[src/hdl/spiApb_settings.svh]
/*
  Register offsets and reset values for the APB SPI master.
  The delay registers are not implemented and their offsets read as zero.
  FIFO depth and pointer width must stay consistent (depth = 2**ptr).
*/
`ifndef SPI_APB_SETTINGS_SVH
`define SPI_APB_SETTINGS_SVH

// APB byte offsets of the word-aligned registers
`define SPI_ADDR_SCKDIV  8'h00
`define SPI_ADDR_SCKMODE 8'h04
`define SPI_ADDR_CSID    8'h10
`define SPI_ADDR_CSDEF   8'h14
`define SPI_ADDR_CSMODE  8'h18
`define SPI_ADDR_FMT     8'h40
`define SPI_ADDR_TXDATA  8'h48
`define SPI_ADDR_RXDATA  8'h4C
`define SPI_ADDR_TXMARK  8'h50
`define SPI_ADDR_RXMARK  8'h54
`define SPI_ADDR_IE      8'h70
`define SPI_ADDR_IP      8'h74

`define SPI_FIFO_DEPTH   8         // Entries per FIFO
`define SPI_FIFO_PTR_W   3         // log2 of depth
`define SPI_DATA_W       32        // APB data width

`define SPI_SCKDIV_RESET 12'd3     // SCK = PCLK / 8 out of reset
`define SPI_CSDEF_RESET  4'b1111   // All chip selects idle high
`define SPI_LEN_RESET    4'd8      // Full byte frames

`endif

[src/hdl/spiPkg.sv]
/*
  Shared types for the SPI master. Types only, no logic.
  Frame length is 1 to 8; larger values give undefined data.
*/
`include "spiApb_settings.svh"

package spiPkg;

    typedef logic [7:0]                  regAddr_t;    // APB offset
    typedef logic [`SPI_DATA_W-1:0]      apbData_t;    // Bus word
    typedef logic [7:0]                  spiByte_t;    // Frame payload
    typedef logic [11:0]                 sckDiv_t;     // Divider value
    typedef logic [3:0]                  frameLen_t;   // Bits per frame
    typedef logic [`SPI_FIFO_PTR_W:0]    fifoLevel_t;  // Occupancy 0..depth
    typedef logic [`SPI_FIFO_PTR_W-1:0]  watermark_t;
    typedef logic [3:0]                  csVec_t;      // One bit per chip select

    // Values 1 and 2 are folded into CsAuto on write
    typedef enum logic [1:0] {
        CsAuto = 2'd0,
        CsOff  = 2'd3
    } csMode_t;

    // Each state lasts one half SCK period
    typedef enum logic [2:0] {
        CsIdle, Lead, Active0, Active1, Trail, InterCs
    } engineState_t;

    // Settings seen by the engine, 27 bits
    typedef struct packed {
        sckDiv_t   sckDiv;
        logic      pol;        // SCK idle level
        logic      pha;        // Sample on trailing edge when set
        logic [1:0] csId;
        csVec_t    csDef;
        csMode_t   csMode;
        frameLen_t len;
        logic      lsbFirst;
    } spiCfg_t;

    typedef struct packed {
        logic     valid;
        spiByte_t data;
    } fifoPush_t;

endpackage

[src/hdl/spiApb.sv]
/*
  APB SPI master, one data lane, four chip selects.
  PREADY is tied high and PSTRB is ignored, so use word accesses only.
  Delays between CS and SCK are fixed at one half SCK period.
*/
`timescale 1ns/1ps

module spiApb (
    input  logic             PCLK,
    input  logic             PRESETn,
    input  logic             PSEL,
    input  logic             PENABLE,
    input  logic             PWRITE,
    input  spiPkg::regAddr_t PADDR,
    input  spiPkg::apbData_t PWDATA,
    input  logic [3:0]       PSTRB,     // Byte lanes not supported
    output logic             PREADY,
    output spiPkg::apbData_t PRDATA,
    output logic             SPIOut,
    input  logic             SPIIn,
    output spiPkg::csVec_t   SPICS,
    output logic             SPICLK,
    output logic             SPIIntr
);

    spiPkg::spiCfg_t    cfgLocked;          // Snapshot used by the engine
    spiPkg::fifoPush_t  txPush, rxPush;
    spiPkg::spiByte_t   txData, rxData;
    spiPkg::fifoLevel_t txLevel, rxLevel;
    logic               txPop, rxPop;
    logic               txEmpty;
    logic               tick;               // Half SCK period strobe
    logic               idle;

    assign PREADY = 1'b1;   // Zero wait states

    spiRegs uRegs (
        .PCLK, .PRESETn, .PSEL, .PENABLE, .PWRITE, .PADDR, .PWDATA, .PRDATA,
        .txLevel, .rxLevel, .rxData, .idle,
        .txPush, .rxPop, .cfgLocked, .SPIIntr
    );

    // Transmit side, fed from the bus
    spiFifo uTxFifo (
        .PCLK, .PRESETn,
        .push(txPush), .pop(txPop), .data(txData),
        .level(txLevel), .full(), .empty(txEmpty)
    );

    // Receive side, flags derived from level in the register block
    spiFifo uRxFifo (
        .PCLK, .PRESETn,
        .push(rxPush), .pop(rxPop), .data(rxData),
        .level(rxLevel), .full(), .empty()
    );

    spiClockGen uClockGen (
        .PCLK, .PRESETn, .sckDiv(cfgLocked.sckDiv), .idle, .tick
    );

    spiEngine uEngine (
        .PCLK, .PRESETn, .cfg(cfgLocked), .tick,
        .txData, .txEmpty, .txPop, .rxPush, .idle,
        .SPICLK, .SPIOut, .SPIIn, .SPICS
    );

endmodule

[src/hdl/spiClockGen.sv]
/*
  Half-period tick for the SPI engine, one pulse every sckDiv+1 PCLKs.
  Counter is parked at zero while the engine is idle.
*/
`timescale 1ns/1ps

module spiClockGen (
    input  logic            PCLK,
    input  logic            PRESETn,
    input  spiPkg::sckDiv_t sckDiv,
    input  logic            idle,
    output logic            tick
);

    spiPkg::sckDiv_t count;

    // Terminal count, never while parked
    assign tick = ~idle & (count == sckDiv);

    always_ff @(posedge PCLK) begin
        if (!PRESETn) begin
            count <= '0;
        end else if (idle || tick) begin
            count <= '0;                    // Restart period
        end else begin
            count <= count + 12'd1;
        end
    end

endmodule

[src/hdl/spiEngine.sv]
/*
  SPI frame engine, one state per half SCK period.
  Sample on the Active0 to Active1 step, shift out when leaving Active1.
  pha only moves where SCK toggles. A full RX FIFO drops the byte.
*/
`timescale 1ns/1ps

module spiEngine (
    input  logic               PCLK,
    input  logic               PRESETn,
    input  spiPkg::spiCfg_t    cfg,
    input  logic               tick,
    input  spiPkg::spiByte_t   txData,
    input  logic               txEmpty,
    output logic               txPop,
    output spiPkg::fifoPush_t  rxPush,
    output logic               idle,
    output logic               SPICLK,
    output logic               SPIOut,
    input  logic               SPIIn,
    output spiPkg::csVec_t     SPICS
);

    spiPkg::engineState_t state;
    spiPkg::frameLen_t    bitCnt;               // Bits completed in this frame
    spiPkg::spiByte_t     txShift, rxShift;
    spiPkg::spiByte_t     rxAligned, rxByte;
    spiPkg::csVec_t       csSel;
    logic [3:0]           alignShift;
    logic                 frameActive, lastBit, startFrame, rxPushValid;

    function automatic spiPkg::spiByte_t reverseByte(input spiPkg::spiByte_t b);
        spiPkg::spiByte_t r;
        for (int i = 0; i < 8; i++) begin
            r[i] = b[7-i];
        end
        return r;
    endfunction

    assign startFrame  = tick & (state == spiPkg::CsIdle) & ~txEmpty;
    assign lastBit     = (bitCnt + 4'd1) >= cfg.len;
    assign frameActive = (state == spiPkg::Lead) || (state == spiPkg::Active0) ||
                         (state == spiPkg::Active1) || (state == spiPkg::Trail);
    assign idle        = (state == spiPkg::CsIdle) & txEmpty;   // Opens the config snapshot

    //////////////////////////////////////////////////////////////
    // Frame FSM
    //////////////////////////////////////////////////////////////

    always_ff @(posedge PCLK) begin
        if (!PRESETn) begin
            state       <= spiPkg::CsIdle;
            bitCnt      <= '0;
            txPop       <= 1'b0;
            rxPushValid <= 1'b0;
        end else begin
            txPop       <= startFrame;          // Pop after the load, one cycle
            rxPushValid <= 1'b0;
            if (tick) begin
                case (state)
                    spiPkg::CsIdle:  if (!txEmpty) state <= spiPkg::Lead;
                    spiPkg::Lead: begin
                        bitCnt <= '0;
                        state  <= spiPkg::Active0;
                    end
                    spiPkg::Active0: state <= spiPkg::Active1;
                    spiPkg::Active1: begin
                        bitCnt <= bitCnt + 4'd1;
                        if (lastBit) begin
                            state       <= spiPkg::Trail;
                            rxPushValid <= 1'b1;
                        end else begin
                            state <= spiPkg::Active0;
                        end
                    end
                    spiPkg::Trail:   state <= spiPkg::InterCs;   // CS released next
                    spiPkg::InterCs: state <= spiPkg::CsIdle;
                    default:         state <= spiPkg::CsIdle;
                endcase
            end
        end
    end

    // Shift registers, MSB goes out first after optional reversal
    always_ff @(posedge PCLK) begin
        if (startFrame) begin
            txShift <= cfg.lsbFirst ? reverseByte(txData) : txData;
        end else if (tick && state == spiPkg::Active1) begin
            txShift <= {txShift[6:0], 1'b0};
        end
        if (tick && state == spiPkg::Active0) rxShift <= {rxShift[6:0], SPIIn};
        if (tick && state == spiPkg::Active1 && lastBit) rxByte <= rxAligned;
    end

    // Left align the short frame, then undo the bit order
    assign alignShift = 4'd8 - cfg.len;
    always_comb begin
        rxAligned = rxShift << alignShift[2:0];
        if (cfg.lsbFirst) rxAligned = reverseByte(rxAligned);
    end

    assign rxPush = '{valid: rxPushValid, data: rxByte};

    //////////////////////////////////////////////////////////////
    // Pins
    //////////////////////////////////////////////////////////////

    // SCK leaves its idle level in Active0 for pha 1, in Active1 for pha 0
    assign SPICLK = cfg.pol ^ (cfg.pha ? (state == spiPkg::Active0) : (state == spiPkg::Active1));
    assign SPIOut = frameActive ? txShift[7] : 1'b0;

    assign csSel = 4'b0001 << cfg.csId;
    assign SPICS = (cfg.csMode == spiPkg::CsOff) ? cfg.csDef :
                   (cfg.csDef ^ (frameActive ? csSel : 4'b0000));

    assert property (@(posedge PCLK) disable iff (!PRESETn) $countones(SPICS ^ cfg.csDef) <= 1);

    // Registered pop still sees the loaded entry in the TX FIFO
    assert property (@(posedge PCLK) disable iff (!PRESETn) txPop |-> !txEmpty);

endmodule

[src/hdl/spiFifo.sv]
/*
  Byte FIFO, SPI_FIFO_DEPTH entries, same clock on both sides.
  Push to a full FIFO and pop from an empty one are ignored.
  Head entry is always visible on data.
*/
`timescale 1ns/1ps
`include "spiApb_settings.svh"

module spiFifo (
    input  logic               PCLK,
    input  logic               PRESETn,
    input  spiPkg::fifoPush_t  push,
    input  logic               pop,
    output spiPkg::spiByte_t   data,
    output spiPkg::fifoLevel_t level,
    output logic               full,
    output logic               empty
);

    spiPkg::spiByte_t            mem [`SPI_FIFO_DEPTH];
    logic [`SPI_FIFO_PTR_W-1:0]  wrPtr, rdPtr;      // Wrap naturally at depth
    logic                        doPush, doPop;

    assign full   = (level == spiPkg::fifoLevel_t'(`SPI_FIFO_DEPTH));
    assign empty  = (level == '0);
    assign doPush = push.valid & ~full;
    assign doPop  = pop & ~empty;

    // Storage
    always_ff @(posedge PCLK) begin
        if (doPush) mem[wrPtr] <= push.data;
    end

    assign data = mem[rdPtr];   // Show-ahead read

    always_ff @(posedge PCLK) begin
        if (!PRESETn) begin
            wrPtr <= '0;
            rdPtr <= '0;
            level <= '0;
        end else begin
            if (doPush) wrPtr <= wrPtr + 1'b1;
            if (doPop) rdPtr <= rdPtr + 1'b1;
            case ({doPush, doPop})
                2'b10:   level <= level + 1'b1;
                2'b01:   level <= level - 1'b1;
                default: level <= level;            // Both or neither
            endcase
        end
    end

    // Guards above keep the count in range over any push/pop sequence
    assert property (@(posedge PCLK) disable iff (!PRESETn)
        level <= spiPkg::fifoLevel_t'(`SPI_FIFO_DEPTH));

endmodule

[src/hdl/spiRegs.sv]
/*
  APB register file. PRDATA is captured in the setup cycle.
  TXDATA writes to a full FIFO are dropped silently.
  Settings reach the engine only while it is idle.
*/
`timescale 1ns/1ps
`include "spiApb_settings.svh"

module spiRegs (
    input  logic               PCLK,
    input  logic               PRESETn,
    input  logic               PSEL,
    input  logic               PENABLE,
    input  logic               PWRITE,
    input  spiPkg::regAddr_t   PADDR,
    input  spiPkg::apbData_t   PWDATA,
    output spiPkg::apbData_t   PRDATA,
    input  spiPkg::fifoLevel_t txLevel,
    input  spiPkg::fifoLevel_t rxLevel,
    input  spiPkg::spiByte_t   rxData,
    input  logic               idle,
    output spiPkg::fifoPush_t  txPush,
    output logic               rxPop,
    output spiPkg::spiCfg_t    cfgLocked,
    output logic               SPIIntr
);

    localparam spiPkg::spiCfg_t CfgReset = '{
        sckDiv:   `SPI_SCKDIV_RESET,
        pol:      1'b0,
        pha:      1'b0,
        csId:     2'd0,
        csDef:    `SPI_CSDEF_RESET,
        csMode:   spiPkg::CsAuto,
        len:      `SPI_LEN_RESET,
        lsbFirst: 1'b0
    };

    spiPkg::spiCfg_t    cfgLive;            // Registers as written by software
    spiPkg::watermark_t txMark, rxMark;
    logic [1:0]         ie, ip;
    spiPkg::regAddr_t   offset;
    spiPkg::apbData_t   readWord;
    logic               wrEn, rdAccess;
    logic               txFull, rxEmpty;

    assign offset   = {PADDR[7:2], 2'b00};            // Word aligned
    assign wrEn     = PSEL & PENABLE & PWRITE;        // Access phase write
    assign rdAccess = PSEL & PENABLE & ~PWRITE;
    assign txFull   = (txLevel == spiPkg::fifoLevel_t'(`SPI_FIFO_DEPTH));
    assign rxEmpty  = (rxLevel == '0);

    //////////////////////////////////////////////////////////////
    // Control register writes
    //////////////////////////////////////////////////////////////

    always_ff @(posedge PCLK) begin
        if (!PRESETn) begin
            cfgLive <= CfgReset;
            txMark  <= '0;
            rxMark  <= '0;
            ie      <= 2'b00;
        end else if (wrEn) begin
            case (offset)
                `SPI_ADDR_SCKDIV:  cfgLive.sckDiv <= PWDATA[11:0];
                `SPI_ADDR_SCKMODE: {cfgLive.pol, cfgLive.pha} <= PWDATA[1:0];
                `SPI_ADDR_CSID:    cfgLive.csId <= PWDATA[1:0];
                `SPI_ADDR_CSDEF:   cfgLive.csDef <= PWDATA[3:0];
                `SPI_ADDR_CSMODE:  cfgLive.csMode <= (PWDATA[1:0] == 2'b11) ?
                                       spiPkg::CsOff : spiPkg::CsAuto;
                `SPI_ADDR_FMT: begin
                    cfgLive.len      <= PWDATA[19:16];
                    cfgLive.lsbFirst <= PWDATA[2];      // Endian bit
                end
                `SPI_ADDR_TXMARK:  txMark <= PWDATA[2:0];
                `SPI_ADDR_RXMARK:  rxMark <= PWDATA[2:0];
                `SPI_ADDR_IE:      ie <= PWDATA[1:0];
                default: ;                              // Read-only or unmapped
            endcase
        end
    end

    // FIFO strobes land one cycle after the access phase
    // A read pops only when the word it returned carried data
    always_ff @(posedge PCLK) begin
        if (!PRESETn) begin
            txPush <= '0;
            rxPop  <= 1'b0;
        end else begin
            txPush.valid <= wrEn & (offset == `SPI_ADDR_TXDATA) & ~txFull;
            txPush.data  <= PWDATA[7:0];
            rxPop        <= rdAccess & (offset == `SPI_ADDR_RXDATA) & ~PRDATA[31];
        end
    end

    // Interlock snapshot is frozen while a frame is in flight
    always_ff @(posedge PCLK) begin
        if (!PRESETn) cfgLocked <= CfgReset;
        else if (idle) cfgLocked <= cfgLive;
    end

    //////////////////////////////////////////////////////////////
    // Watermark interrupts
    //////////////////////////////////////////////////////////////

    always_ff @(posedge PCLK) begin
        if (!PRESETn) begin
            ip <= 2'b00;
        end else begin
            ip[0] <= (txLevel < {1'b0, txMark});   // TX running low
            ip[1] <= (rxLevel > {1'b0, rxMark});   // RX filling up
        end
    end

    assign SPIIntr = |(ip & ie);

    // Read mux
    always_comb begin
        case (offset)
            `SPI_ADDR_SCKDIV:  readWord = {20'b0, cfgLive.sckDiv};
            `SPI_ADDR_SCKMODE: readWord = {30'b0, cfgLive.pol, cfgLive.pha};
            `SPI_ADDR_CSID:    readWord = {30'b0, cfgLive.csId};
            `SPI_ADDR_CSDEF:   readWord = {28'b0, cfgLive.csDef};
            `SPI_ADDR_CSMODE:  readWord = {30'b0, cfgLive.csMode};
            `SPI_ADDR_FMT:     readWord = {12'b0, cfgLive.len, 13'b0, cfgLive.lsbFirst, 2'b0};
            `SPI_ADDR_TXDATA:  readWord = {txFull, 31'b0};
            `SPI_ADDR_RXDATA:  readWord = {rxEmpty, 23'b0, rxData};
            `SPI_ADDR_TXMARK:  readWord = {29'b0, txMark};
            `SPI_ADDR_RXMARK:  readWord = {29'b0, rxMark};
            `SPI_ADDR_IE:      readWord = {30'b0, ie};
            `SPI_ADDR_IP:      readWord = {30'b0, ip};
            default:           readWord = '0;
        endcase
    end

    // Sample in setup so data is stable for the access cycle
    always_ff @(posedge PCLK) begin
        if (PSEL && !PENABLE) PRDATA <= readWord;
    end

    // No pop may reach an RX FIFO that is already empty
    assert property (@(posedge PCLK) disable iff (!PRESETn) rxPop |-> (rxLevel != '0));

endmodule
[config.mk]
export PLATFORM = sky130hd
export DESIGN_NAME = spiApb
export DESIGN_NICKNAME = d
export VERILOG_FILES = /design/src/hdl/spiPkg.sv /design/src/hdl/spiApb.sv /design/src/hdl/spiClockGen.sv /design/src/hdl/spiEngine.sv /design/src/hdl/spiFifo.sv /design/src/hdl/spiRegs.sv
export VERILOG_INCLUDE_DIRS = /design/src /design/src/hdl
export SDC_FILE = /design/constraint.sdc
export NUM_CORES = 1
export LEC_CHECK = 0
export BUFFER_PORTS_ARGS = -buffer_cell sky130_fd_sc_hd__buf_2
export CAP_MARGIN = 40
export CORE_MARGIN = 2
export CORE_UTILIZATION = 35
export CTS_BUF_LIST = sky130_fd_sc_hd__clkbuf_4 sky130_fd_sc_hd__clkbuf_8
export CTS_CLUSTER_DIAMETER = 120
export CTS_CLUSTER_SIZE = 12
export DETAILED_ROUTE_END_ITERATION = 10
export GPL_TIMING_DRIVEN = 0
export PLACE_DENSITY_LB_ADDON = 0.15
export SLEW_MARGIN = 10
export SYNTH_ARGS = -nofsm -noshare
export SYNTH_HDL_FRONTEND = slang
export SYNTH_SLANG_ARGS = --single-unit
[constraint.sdc]
create_clock -name PCLK -period 7.4 [get_ports PCLK]
set_input_delay 0.74 -clock PCLK [delete_from_list [all_inputs] [get_ports PCLK]]
set_output_delay 0.74 -clock PCLK [all_outputs]
set_load 0.05 [all_outputs]
==> impl_metrics.env, run 1 <==
export IMPL_cts_setup_buffers=0
export IMPL_die_w_um=192
export IMPL_overflow=0
export IMPL_synth_edf_count=169
export IMPL_slew_violations=0
export IMPL_dp_hpwl_mm=21.8
export IMPL_drive_gt1_share_pct=17.2
export IMPL_path_class="reg2out"
export IMPL_grt_pass1_vias=7671
export IMPL_fin_nets=1193
export IMPL_period_needed_ns=3.22
export IMPL_synth_common_cells="169 x edfxtp_1, 138 x nand2_1, 119 x dfxtp_1, 71 x nor2_1, 68 x a21oi_1"
export IMPL_rsz0062_at_grt="no"
export IMPL_r2r_cells=9
export IMPL_skew_ns=0.0281
export IMPL_maxSlewHeadroom_pct=43.5
export IMPL_numCtsBuffers=27
export IMPL_n_fill_cell=3393
export IMPL_die_area_mm2=0.0367
export IMPL_seq_area_frac_synth_pct=60.6
export IMPL_pwr_share_comb_pct=3.2
export IMPL_fp_row_count=68
export IMPL_grt_max_degree=15
export IMPL_gp_congestion=0.822
export IMPL_final_area_mm2=0.0138
export IMPL_ctsRootBufferMaster="clkbuf_8"
export IMPL_htreeDepth=1
export IMPL_synth_area_leaders="edfxtp_1 41%, dfxtp_1 19%, mux4_2 5.1%"
export IMPL_synth_avg_cell_area_um2=12.1
export IMPL_numPortBuffers=48
export IMPL_cp_arrival_ns=2.48
export IMPL_status="finished clean"
export IMPL_syn_area_mm2=0.0123
export IMPL_clkTransAtPathRegs_ns=0.10
export IMPL_grt_pass1_wl_mm=45.3
export IMPL_synth_largest_area_cell="edfxtp_1"
export IMPL_drc_errors=0
export IMPL_cts_hold_buf=0
export IMPL_synth_most_common_cell="edfxtp_1"
export IMPL_area_growth_pct=12.5
export IMPL_ys_ff_latch=288
export IMPL_hold_violations=0
export IMPL_coreArea_mm2=0.0345
export IMPL_worst_pin_slew_ns=0.844
export IMPL_cts_resized=0
export IMPL_ir_drop_mv=0.142
export IMPL_start_util_pct=35.6
export IMPL_wl_per_cell_um=18.6
export IMPL_routed_wl_mm=29.6
export IMPL_synthFlopType="edfxtp_1"
export IMPL_required_ns=6.66
export IMPL_path_max_fanout=10
export IMPL_num_io_pins=90
export IMPL_finalCritPeriodShare_pct=43.5
export IMPL_dp_cells=1545
export IMPL_power_density_mw_per_mm2=198
export IMPL_placed_cell_area_mm2=0.0133
export IMPL_syn_instance_count=1016
export IMPL_synthArstFlopShare_pct=0
export IMPL_cts_sinks=288
export IMPL_drt_pass1_iterations=4
export IMPL_power_mw=2.74
export IMPL_cts_buffer_depth=3
export IMPL_antenna_found_initial=5
export IMPL_finalNonFillerCells=1595
export IMPL_antenna_left=0
export IMPL_drt_iter0_markers=557
export IMPL_synth_cell_types=69
export IMPL_min_path_type="in2reg"
export IMPL_synth_warnings=0
export IMPL_r2r_start="uRegs.cfgLocked[1]$_SDFFE_PN0P_"
export IMPL_cp_endpoint="SPICS[1]"
export IMPL_end_kind="primary output"
export IMPL_p_int_mw=2.14
export IMPL_fmax_ghz=0.311
export IMPL_die_h_um=192
export IMPL_viasPerCell=4.90
export IMPL_r2r_setup_slack_ns=4.39
export IMPL_yosys_area_top_type_share_pct=41.2
export IMPL_switching_power_uw=603
export IMPL_drv_cap=0
export IMPL_clk_latency_ns=0.58
export IMPL_grt_total_usage_pct=16.3
export IMPL_swShare_pct=22.0
export IMPL_cts_tree="done"
export IMPL_setup_tns_final_ns=0
export IMPL_clkPwrFrac_pct=35.0
export IMPL_r2r_end="uEngine.rxByte[7]$_DFFE_PP_"
export IMPL_holdWs_ns=0.346
export IMPL_vias=7818
export IMPL_pwr_share_seq_pct=61.8
export IMPL_start_kind="flop"
export IMPL_setup_viol_count_final=0
export IMPL_crit_path_start="uEngine.state[0]$_SDFFE_PN0P_"
export IMPL_p_leak_nw=4.80
-- critical path, cell delays in order (launching register included) --
cell and delay [ns]:
dfxtp_1 0.31, clkbuf_1 0.22, o21ai_0 0.40, nand3b_1 0.20, or3_1 0.36, xnor2_1 0.13
buf_2 0.28
-- how the worst min path moves through the flow --
stage	from	end	slack, ns	cells past startpoint
6_report	SPIIn	uEngine.rxShift[0]$_DFFE_PP_	0.35	1
5_1_grt	SPIIn	uEngine.rxShift[0]$_DFFE_PP_	0.31	1
4_1_cts	SPIIn	uEngine.rxShift[0]$_DFFE_PP_	0.31	1
3_5_place_dp	uRegs.cfgLocked[5]$_SDFFE_PN0P_	uRegs.cfgLocked[5]$_SDFFE_PN0P_	0.46	2
3_3_place_gp	uRegs.cfgLocked[2]$_SDFFE_PN0P_	uRegs.cfgLocked[2]$_SDFFE_PN0P_	0.45	2
2_1_floorplan	uRegs.cfgLocked[5]$_SDFFE_PN0P_	uRegs.cfgLocked[5]$_SDFFE_PN0P_	0.43	2
-- cells by family after synthesis --
group / after synthesis / share of synthesized area [%]
AO/OA/AOI/OAI: 134 / 6.73
other: 2 / 0.0610
XOR/XNOR: 45 / 3.26
buffers and inverters: 95 / 3.64
adder cells (fa/ha/maj): 24 / 2.56
multiplexers: 77 / 9.49
AND/OR/NAND/NOR: 351 / 13.7
flip-flops: 288 / 60.6
-- per-stage QoR --
step                util [%]  setup WS [ns]
global route            40.1           3.99
finish                  40.1           4.18
detailed placement      38.5           4.39
global placement        38.1           3.75
CTS                     40.0           4.12
floorplan                  -           4.63
-- cell type report --
cell class / count / area [um2] / share of cell area, %
Clock buffer: 45 / 507 / 3.66
Tap cell: 455 / 569 / 4.11
Sequential cell: 288 / 7460 / 53.9
Buffer: 70 / 354 / 2.56
Timing Repair Buffer: 60 / 335 / 2.42
Inverter: 25 / 93.8 / 0.678
Clock inverter: 1 / 11.3 / 0.0813
Antenna cell: 4 / 10.0 / 0.0723
Multi-Input combinational cell: 647 / 4510 / 32.5
-- routing by layer --
layer / share of wire, % / up-vias / global-route usage (%)
met5: 0 / - / 0
met3: 4.3 / 31 / 2.77
met1: 48 / 3808 / 22.9
met2: 46 / 141 / 26.6
met4: 1.7 / 0 / 3.11
li1: - / 3838 / -
-- registers in the layout, summed over array words and instances (netlist names), 2 cells and up, named ones only --
signal	flops
uRegs.rxMark	3
uRegs.PRDATA	17
uRegs.ie	2
uTxFifo.level	4
uEngine.bitCnt	4
uRegs.txMark	3
uEngine.state	3
uRegs.cfgLocked	26
uRegs.cfgLive	26
uRxFifo.rdPtr	3
uRxFifo.mem	64
uTxFifo.mem	64
uEngine.rxByte	8
uTxFifo.wrPtr	3
uRxFifo.wrPtr	3
uEngine.txShift	8
uRegs.txPush	9
uClockGen.count	12
uEngine.rxShift	8
uTxFifo.rdPtr	3
uRegs.ip	2
uRxFifo.level	4
-- power groups by stage --
stage,Combinational (mW),Clock [mW],Sequential [mW]
2_1_floorplan,0.0458,0,1.74
3_3_place_gp,0.0859,0,1.73
3_5_place_dp,0.0871,0,1.73
4_1_cts,0.0873,0.998,1.69
5_1_grt,0.0918,1.07,1.70
6_report,0.0871,0.961,1.69
-- placed cells by master (no fill, tap or decap), types with 15 or more instances in the layout --
master | synthesis | layout
clkbuf_8 | 0 | 27
nor2_1 | 71 | 71
mux2i_1 | 33 | 33
inv_1 | 23 | 23
nand3_1 | 35 | 35
mux4_2 | 28 | 28
buf_4 | 16 | 26
dfxtp_1 | 119 | 119
buf_2 | 7 | 56
edfxtp_1 | 169 | 169
nand2_1 | 138 | 138
ha_1 | 22 | 22
clkbuf_4 | 0 | 18
o21ai_0 | 15 | 15
a21oi_1 | 68 | 68
conb_1 | 2 | 16
xor2_1 | 30 | 30
clkbuf_1 | 39 | 39
and2_1 | 16 | 16
Power figures use the tool's default switching activity.
==> run 2, diff against run 1 <==
==> constraint.sdc (replaced) <==
create_clock -name PCLK -period 3.3 [get_ports PCLK]
set_input_delay 0.33 -clock PCLK [delete_from_list [all_inputs] [get_ports PCLK]]
set_output_delay 0.33 -clock PCLK [all_outputs]
set_load 0.05 [all_outputs]
==> run 2 against run 1 <==
Against the previous run:
- count of clock-buffer cells in the layout did not move
- critical path depth rose by 4
- flip-flop and latch count stayed put
- register-to-register slack worse by 4.1 ns
- total power up 120%
- utilization rose by 0.29 points
- critical endpoint is now uRxFifo.level[3]$_SDFFE_PN0P_
- highest routed layer unchanged
==> impl_metrics.env, run 2 (synthesis results as in run 1) <==
export IMPL_drt_pass1_iterations=6
export IMPL_ctsRootBufferMaster="clkbuf_8"
export IMPL_holdWs_ns=0.0384
export IMPL_start_util_pct=35.6
export IMPL_required_ns=3.81
export IMPL_worst_pin_slew_ns=0.840
export IMPL_area_growth_pct=13.3
export IMPL_path_max_fanout=6
export IMPL_min_path_type="in2reg"
export IMPL_overflow=0
export IMPL_wl_per_cell_um=18.5
export IMPL_setup_tns_final_ns=0
export IMPL_layout_common_cells="169 x edfxtp_1, 138 x nand2_1, 119 x dfxtp_1"
export IMPL_clkTransAtPathRegs_ns=0.09
export IMPL_layout_commonest_cell="edfxtp_1"
export IMPL_setup_slack_ns=0.335
export IMPL_die_w_um=192
export IMPL_grt_pass1_vias=7696
export IMPL_start_kind="flop"
export IMPL_grt_max_degree=15
export IMPL_path_class="reg2reg"
export IMPL_gp_congestion=0.822
export IMPL_numPortBuffers=48
export IMPL_die_h_um=192
export IMPL_clk_latency_ns=0.58
export IMPL_status="finished clean"
export IMPL_ir_drop_mv=0.319
export IMPL_coreArea_mm2=0.0345
export IMPL_cp_arrival_ns=3.47
export IMPL_cts_buffer_depth=3
export IMPL_reg_largest_list="uRxFifo.mem (64), uTxFifo.mem (64)"
export IMPL_grt_total_usage_pct=16.3
export IMPL_vias=7898
export IMPL_place_ws_ns=0.287
export IMPL_drc_errors=0
export IMPL_highest_layer="met4"
export IMPL_cts_sinks=288
export IMPL_routed_wl_mm=29.8
export IMPL_drt_iter0_markers=493
export IMPL_drv_cap=0
export IMPL_skew_ns=0.0303
export IMPL_setup_viol_count_final=0
export IMPL_htreeDepth=1
export IMPL_num_io_pins=90
export IMPL_wl_met3_mm=1.26
export IMPL_fmax_ghz=0.337
export IMPL_end_kind="flop"
export IMPL_p_leak_nw=4.85
export IMPL_cts_tree="done"
export IMPL_grt_pass1_wl_mm=45.4
export IMPL_numCtsBuffers=27
export IMPL_fp_row_count=68
export IMPL_period_needed_ns=2.96
export IMPL_hold_violations=0
export IMPL_antenna_left=0
export IMPL_rsz0062_at_grt="no"
export IMPL_fin_util_pct=40.4
export IMPL_power_density_mw_per_mm2=441
export IMPL_viasPerCell=4.92
export IMPL_die_area_mm2=0.0367
export IMPL_drive_gt1_share_pct=17.1
export IMPL_antenna_found_initial=5
export IMPL_routedLengthMet1_mm=14.1
export IMPL_dp_hpwl_mm=21.8
export IMPL_wl_met2_mm=13.9
export IMPL_fin_nets=1203
export IMPL_slew_violations=0
export IMPL_maxSlewHeadroom_pct=43.8
export IMPL_finalCritPeriodShare_pct=89.8
-- run 2: per-layer routing --
metal / vias up / GRT usage [%]
met5: - / 0
li1: 3853 / -
met1: 3869 / 22.8
met4: 0 / 3.11
met2: 145 / 26.7
met3: 31 / 2.77
-- run 2: timing repair --
action | CTS | global route
hold endpoints to repair | 10 | 0
hold buffers | 10 | 0
setup endpoints to repair | 0 | 1
setup buffers | 0 | 0
resized for setup | 0 | 2
-- run 2: path summary, 6_finish.rpt --
kind,from,endpoint,slack (ns),depth (start not counted)
hold / removal,PWDATA[6],uRegs.txPush[6]$_SDFF_PN0_,0.04,2
setup / recovery,uRxFifo.level[1]$_SDFFE_PN0P_,uRxFifo.level[3]$_SDFFE_PN0P_,0.34,10
setup reg to reg,uRxFifo.level[1]$_SDFFE_PN0P_,uRxFifo.level[3]$_SDFFE_PN0P_,0.34,10
hold reg to reg,uRegs.cfgLocked[5]$_SDFFE_PN0P_,uRegs.cfgLocked[5]$_SDFFE_PN0P_,0.46,2
-- run 2: area by class of cell --
type	count	area, um2
inverter	25	93.8
tap	455	569
clock inverter	1	11.3
buffer	70	355
antenna	4	10.0
sequential	288	7460
multi-input combinational	647	4510
timing repair buffer	70	435
fill	3389	20600
clock buffer	45	507
-- run 2: per-stage QoR --
step	total power [mW]	cells	cell area (um2)
final	6.15	1605	13900
after global routing	6.41	1603	13900
after CTS	6.24	1601	13900
after detailed placement	4.08	1545	13300
after global placement	4.08	1533	13200
after floorplan	4.00	1030	12400
-- run 2: power by group --
part | internal [mW] | switching (mW)
clock network | 0.968 | 1.18
logic | 0.0539 | 0.151
registers | 3.79 | 0.0149
-- run 2: critical path, stage by stage, from the launching register on --
cell and delay [ns]:
dfxtp_1 0.45, nor3_1 0.08, a21boi_0 0.56, inv_1 0.33, ha_1 0.33, ha_1 0.28, a21o_1 0.17, a21oi_1 0.17
xnor2_1 0.09, or3_1 0.30, a21oi_1 0.14
==> run 3, diff against run 2 <==
--- a/config.mk
+++ b/config.mk
@@ -8,14 +8,17 @@
 export LEC_CHECK = 0
 export BUFFER_PORTS_ARGS = -buffer_cell sky130_fd_sc_hd__buf_2
 export CAP_MARGIN = 40
+export CELL_PAD_IN_SITES_DETAIL_PLACEMENT = 1
+export CELL_PAD_IN_SITES_GLOBAL_PLACEMENT = 2
 export CORE_MARGIN = 2
 export CORE_UTILIZATION = 35
 export CTS_BUF_LIST = sky130_fd_sc_hd__clkbuf_4 sky130_fd_sc_hd__clkbuf_8
-export CTS_CLUSTER_DIAMETER = 120
+export CTS_CLUSTER_DIAMETER = 100
 export CTS_CLUSTER_SIZE = 12
 export DETAILED_ROUTE_END_ITERATION = 10
 export GPL_TIMING_DRIVEN = 0
 export PLACE_DENSITY_LB_ADDON = 0.15
+export REMOVE_ABC_BUFFERS = 1
 export SLEW_MARGIN = 10
 export SYNTH_ARGS = -nofsm -noshare
 export SYNTH_HDL_FRONTEND = slang
==> run 3 against run 2 <==
Against the previous run:
- utilization fell by 0.55 points
- clock skew fell by 0.0038 ns
- global-route usage rose by 0.43 points
- routed wire length rose by 1.2%
- sequential share of layout area rose by 0.75 points
- count of clock-buffer cells in the layout rose by 2
- design area fell by 1.4%
- worst setup slack improved by 0.077 ns
- combinational power fell by 11%
==> impl_metrics.env, run 3 (synthesis results as in run 1) <==
export IMPL_status="finished clean"
export IMPL_setup_viol_count_final=0
export IMPL_path_class="reg2out"
export IMPL_num_io_pins=90
export IMPL_placed_cell_area_mm2=0.0131
export IMPL_antenna_left=0
export IMPL_r2r_end="uRxFifo.level[3]$_SDFFE_PN0P_"
export IMPL_cts_sinks=288
export IMPL_hold_depth=3
export IMPL_r2r_setup_slack_ns=0.50
export IMPL_routed_wl_mm=30.1
export IMPL_numPortBuffers=51
export IMPL_die_area_mm2=0.0367
export IMPL_coreArea_mm2=0.0345
export IMPL_hold_violations=0
export IMPL_htreeDepth=1
export IMPL_layout_common_cells="169 x edfxtp_1, 138 x nand2_1, 118 x dfxtp_1"
export IMPL_antenna_found_initial=0
export IMPL_clk_latency_ns=0.57
export IMPL_viasPerCell=4.98
export IMPL_grt_pass1_vias=7924
export IMPL_finalNonFillerCells=1547
export IMPL_end_kind="primary output"
export IMPL_drt_iter0_markers=351
export IMPL_antenna_cells=0
export IMPL_dp_cells=1487
export IMPL_vias=7703
export IMPL_r2r_start="uRxFifo.level[1]$_SDFFE_PN0P_"
export IMPL_p_leak_nw=4.76
export IMPL_area_growth_pct=11.8
export IMPL_skew_ns=0.0265
export IMPL_drt_pass1_iterations=5
export IMPL_grt_max_degree=51
export IMPL_layout_commonest_cell="edfxtp_1"
export IMPL_n_fill_cell=3729
export IMPL_clkTransAtPathRegs_ns=0.09
export IMPL_reg_largest_list="uRxFifo.mem (64), uTxFifo.mem (64)"
export IMPL_gp_congestion=0.715
export IMPL_die_w_um=192
export IMPL_finalCritPeriodShare_pct=87.5
export IMPL_drc_errors=0
export IMPL_rsz0062_at_grt="no"
export IMPL_grt_total_usage_pct=16.7
export IMPL_wl_per_cell_um=19.5
export IMPL_drive_gt1_share_pct=16.9
export IMPL_final_area_mm2=0.0138
export IMPL_worst_pin_slew_ns=0.830
export IMPL_required_ns=2.97
export IMPL_cts_tree="done"
export IMPL_cts_buffer_depth=3
export IMPL_ir_drop_mv=0.215
export IMPL_dp_hpwl_mm=21.3
export IMPL_min_path_type="in2reg"
export IMPL_period_needed_ns=2.89
export IMPL_power_density_mw_per_mm2=448
export IMPL_holdWs_ns=0.0483
export IMPL_path_max_fanout=16
export IMPL_ctsRootBufferMaster="clkbuf_8"
export IMPL_drv_cap=0
export IMPL_cp_arrival_ns=2.56
export IMPL_start_kind="flop"
export IMPL_die_h_um=192
export IMPL_r2r_cells=10
export IMPL_maxSlewHeadroom_pct=44.3
export IMPL_numCtsBuffers=27
export IMPL_fmax_ghz=0.346
export IMPL_overflow=0
export IMPL_fin_nets=1148
export IMPL_start_util_pct=35.6
export IMPL_crit_path_start="uEngine.state[1]$_SDFFE_PN0P_"
export IMPL_fin_util_pct=39.8
export IMPL_cp_endpoint="SPICS[1]"
export IMPL_slew_violations=0
export IMPL_fp_row_count=68
export IMPL_grt_pass1_wl_mm=47.0
[run 3: cell types whose count changed in the layout (fill, tap and decap cells not counted), sizes merged]
cell,delta
clkbuf,-37
buf,-17
diode,-4
dlygate4sd3,+1
inv,-1
[run 3: repair_timing]
action | CTS | global route
resized for setup | 0 | 1
setup buffers | 0 | 0
endpoints found under the hold margin | 11 | 0
hold buffers | 11 | 0
setup endpoints to repair | 0 | 1
[run 3: power by group]
part | total [mW] | internal [mW] | switching [mW]
combinational | 0.182 | 0.0426 | 0.139
clock | 2.18 | 0.984 | 1.19
sequential | 3.80 | 3.78 | 0.0135
total | 6.16 | 4.81 | 1.34
[run 3: layer usage]
layer / track usage, % / part of all wire [%] / wire, um
met3: 2.40 / 3.4 / 1030
met4: 3.34 / 1.4 / 436
met2: 27.5 / 47 / 14300
met1: 23.6 / 48 / 14400
met5: 0 / 0 / 0
[run 3: how the worst min path moves through the flow]
stage,startpoint,to
global route,PWDATA[5],uRegs.cfgLive[20]$_SDFFE_PN0P_
detailed placement,uRegs.PRDATA[31]$_DFFE_PP_,uRegs.rxPop$_SDFF_PN0_
CTS,PSEL,uRegs.rxPop$_SDFF_PN0_
global placement,uRegs.cfgLocked[5]$_SDFFE_PN0P_,uRegs.cfgLocked[5]$_SDFFE_PN0P_
finish,PSEL,uRegs.rxPop$_SDFF_PN0_
floorplan,PRESETn,uRegs.cfgLive[10]$_SDFFE_PN1P_
[run 3: cell type report]
type                    count  area, um2  share of cell area (%)
clock buffers              47        522                    3.79
inverters                  25       96.3                   0.700
multi-input cells         647       4510                    32.8
flip-flops and latches    288       7460                    54.2
well taps                 455        569                    4.14
repair buffers             85        603                    4.38
[run 3: worst max-delay path, stage by stage, from the launching register on]
cell	delay, ns
dfxtp_1	0.49
o21ai_0	0.44
nand3b_1	0.24
or3_1	0.37
xnor2_1	0.17
buf_2	0.29
[run 3: through the flow]
step | power (mW) | TNS [ns] | setup slack, ns
2_1_floorplan | 3.97 | 0 | 0.806
3_3_place_gp | 4.05 | -3.17 | -0.377
3_5_place_dp | 4.06 | 0 | 0.177
4_1_cts | 6.27 | 0 | 0.143
5_1_grt | 6.40 | 0 | 0.170
6_report | 6.16 | 0 | 0.412
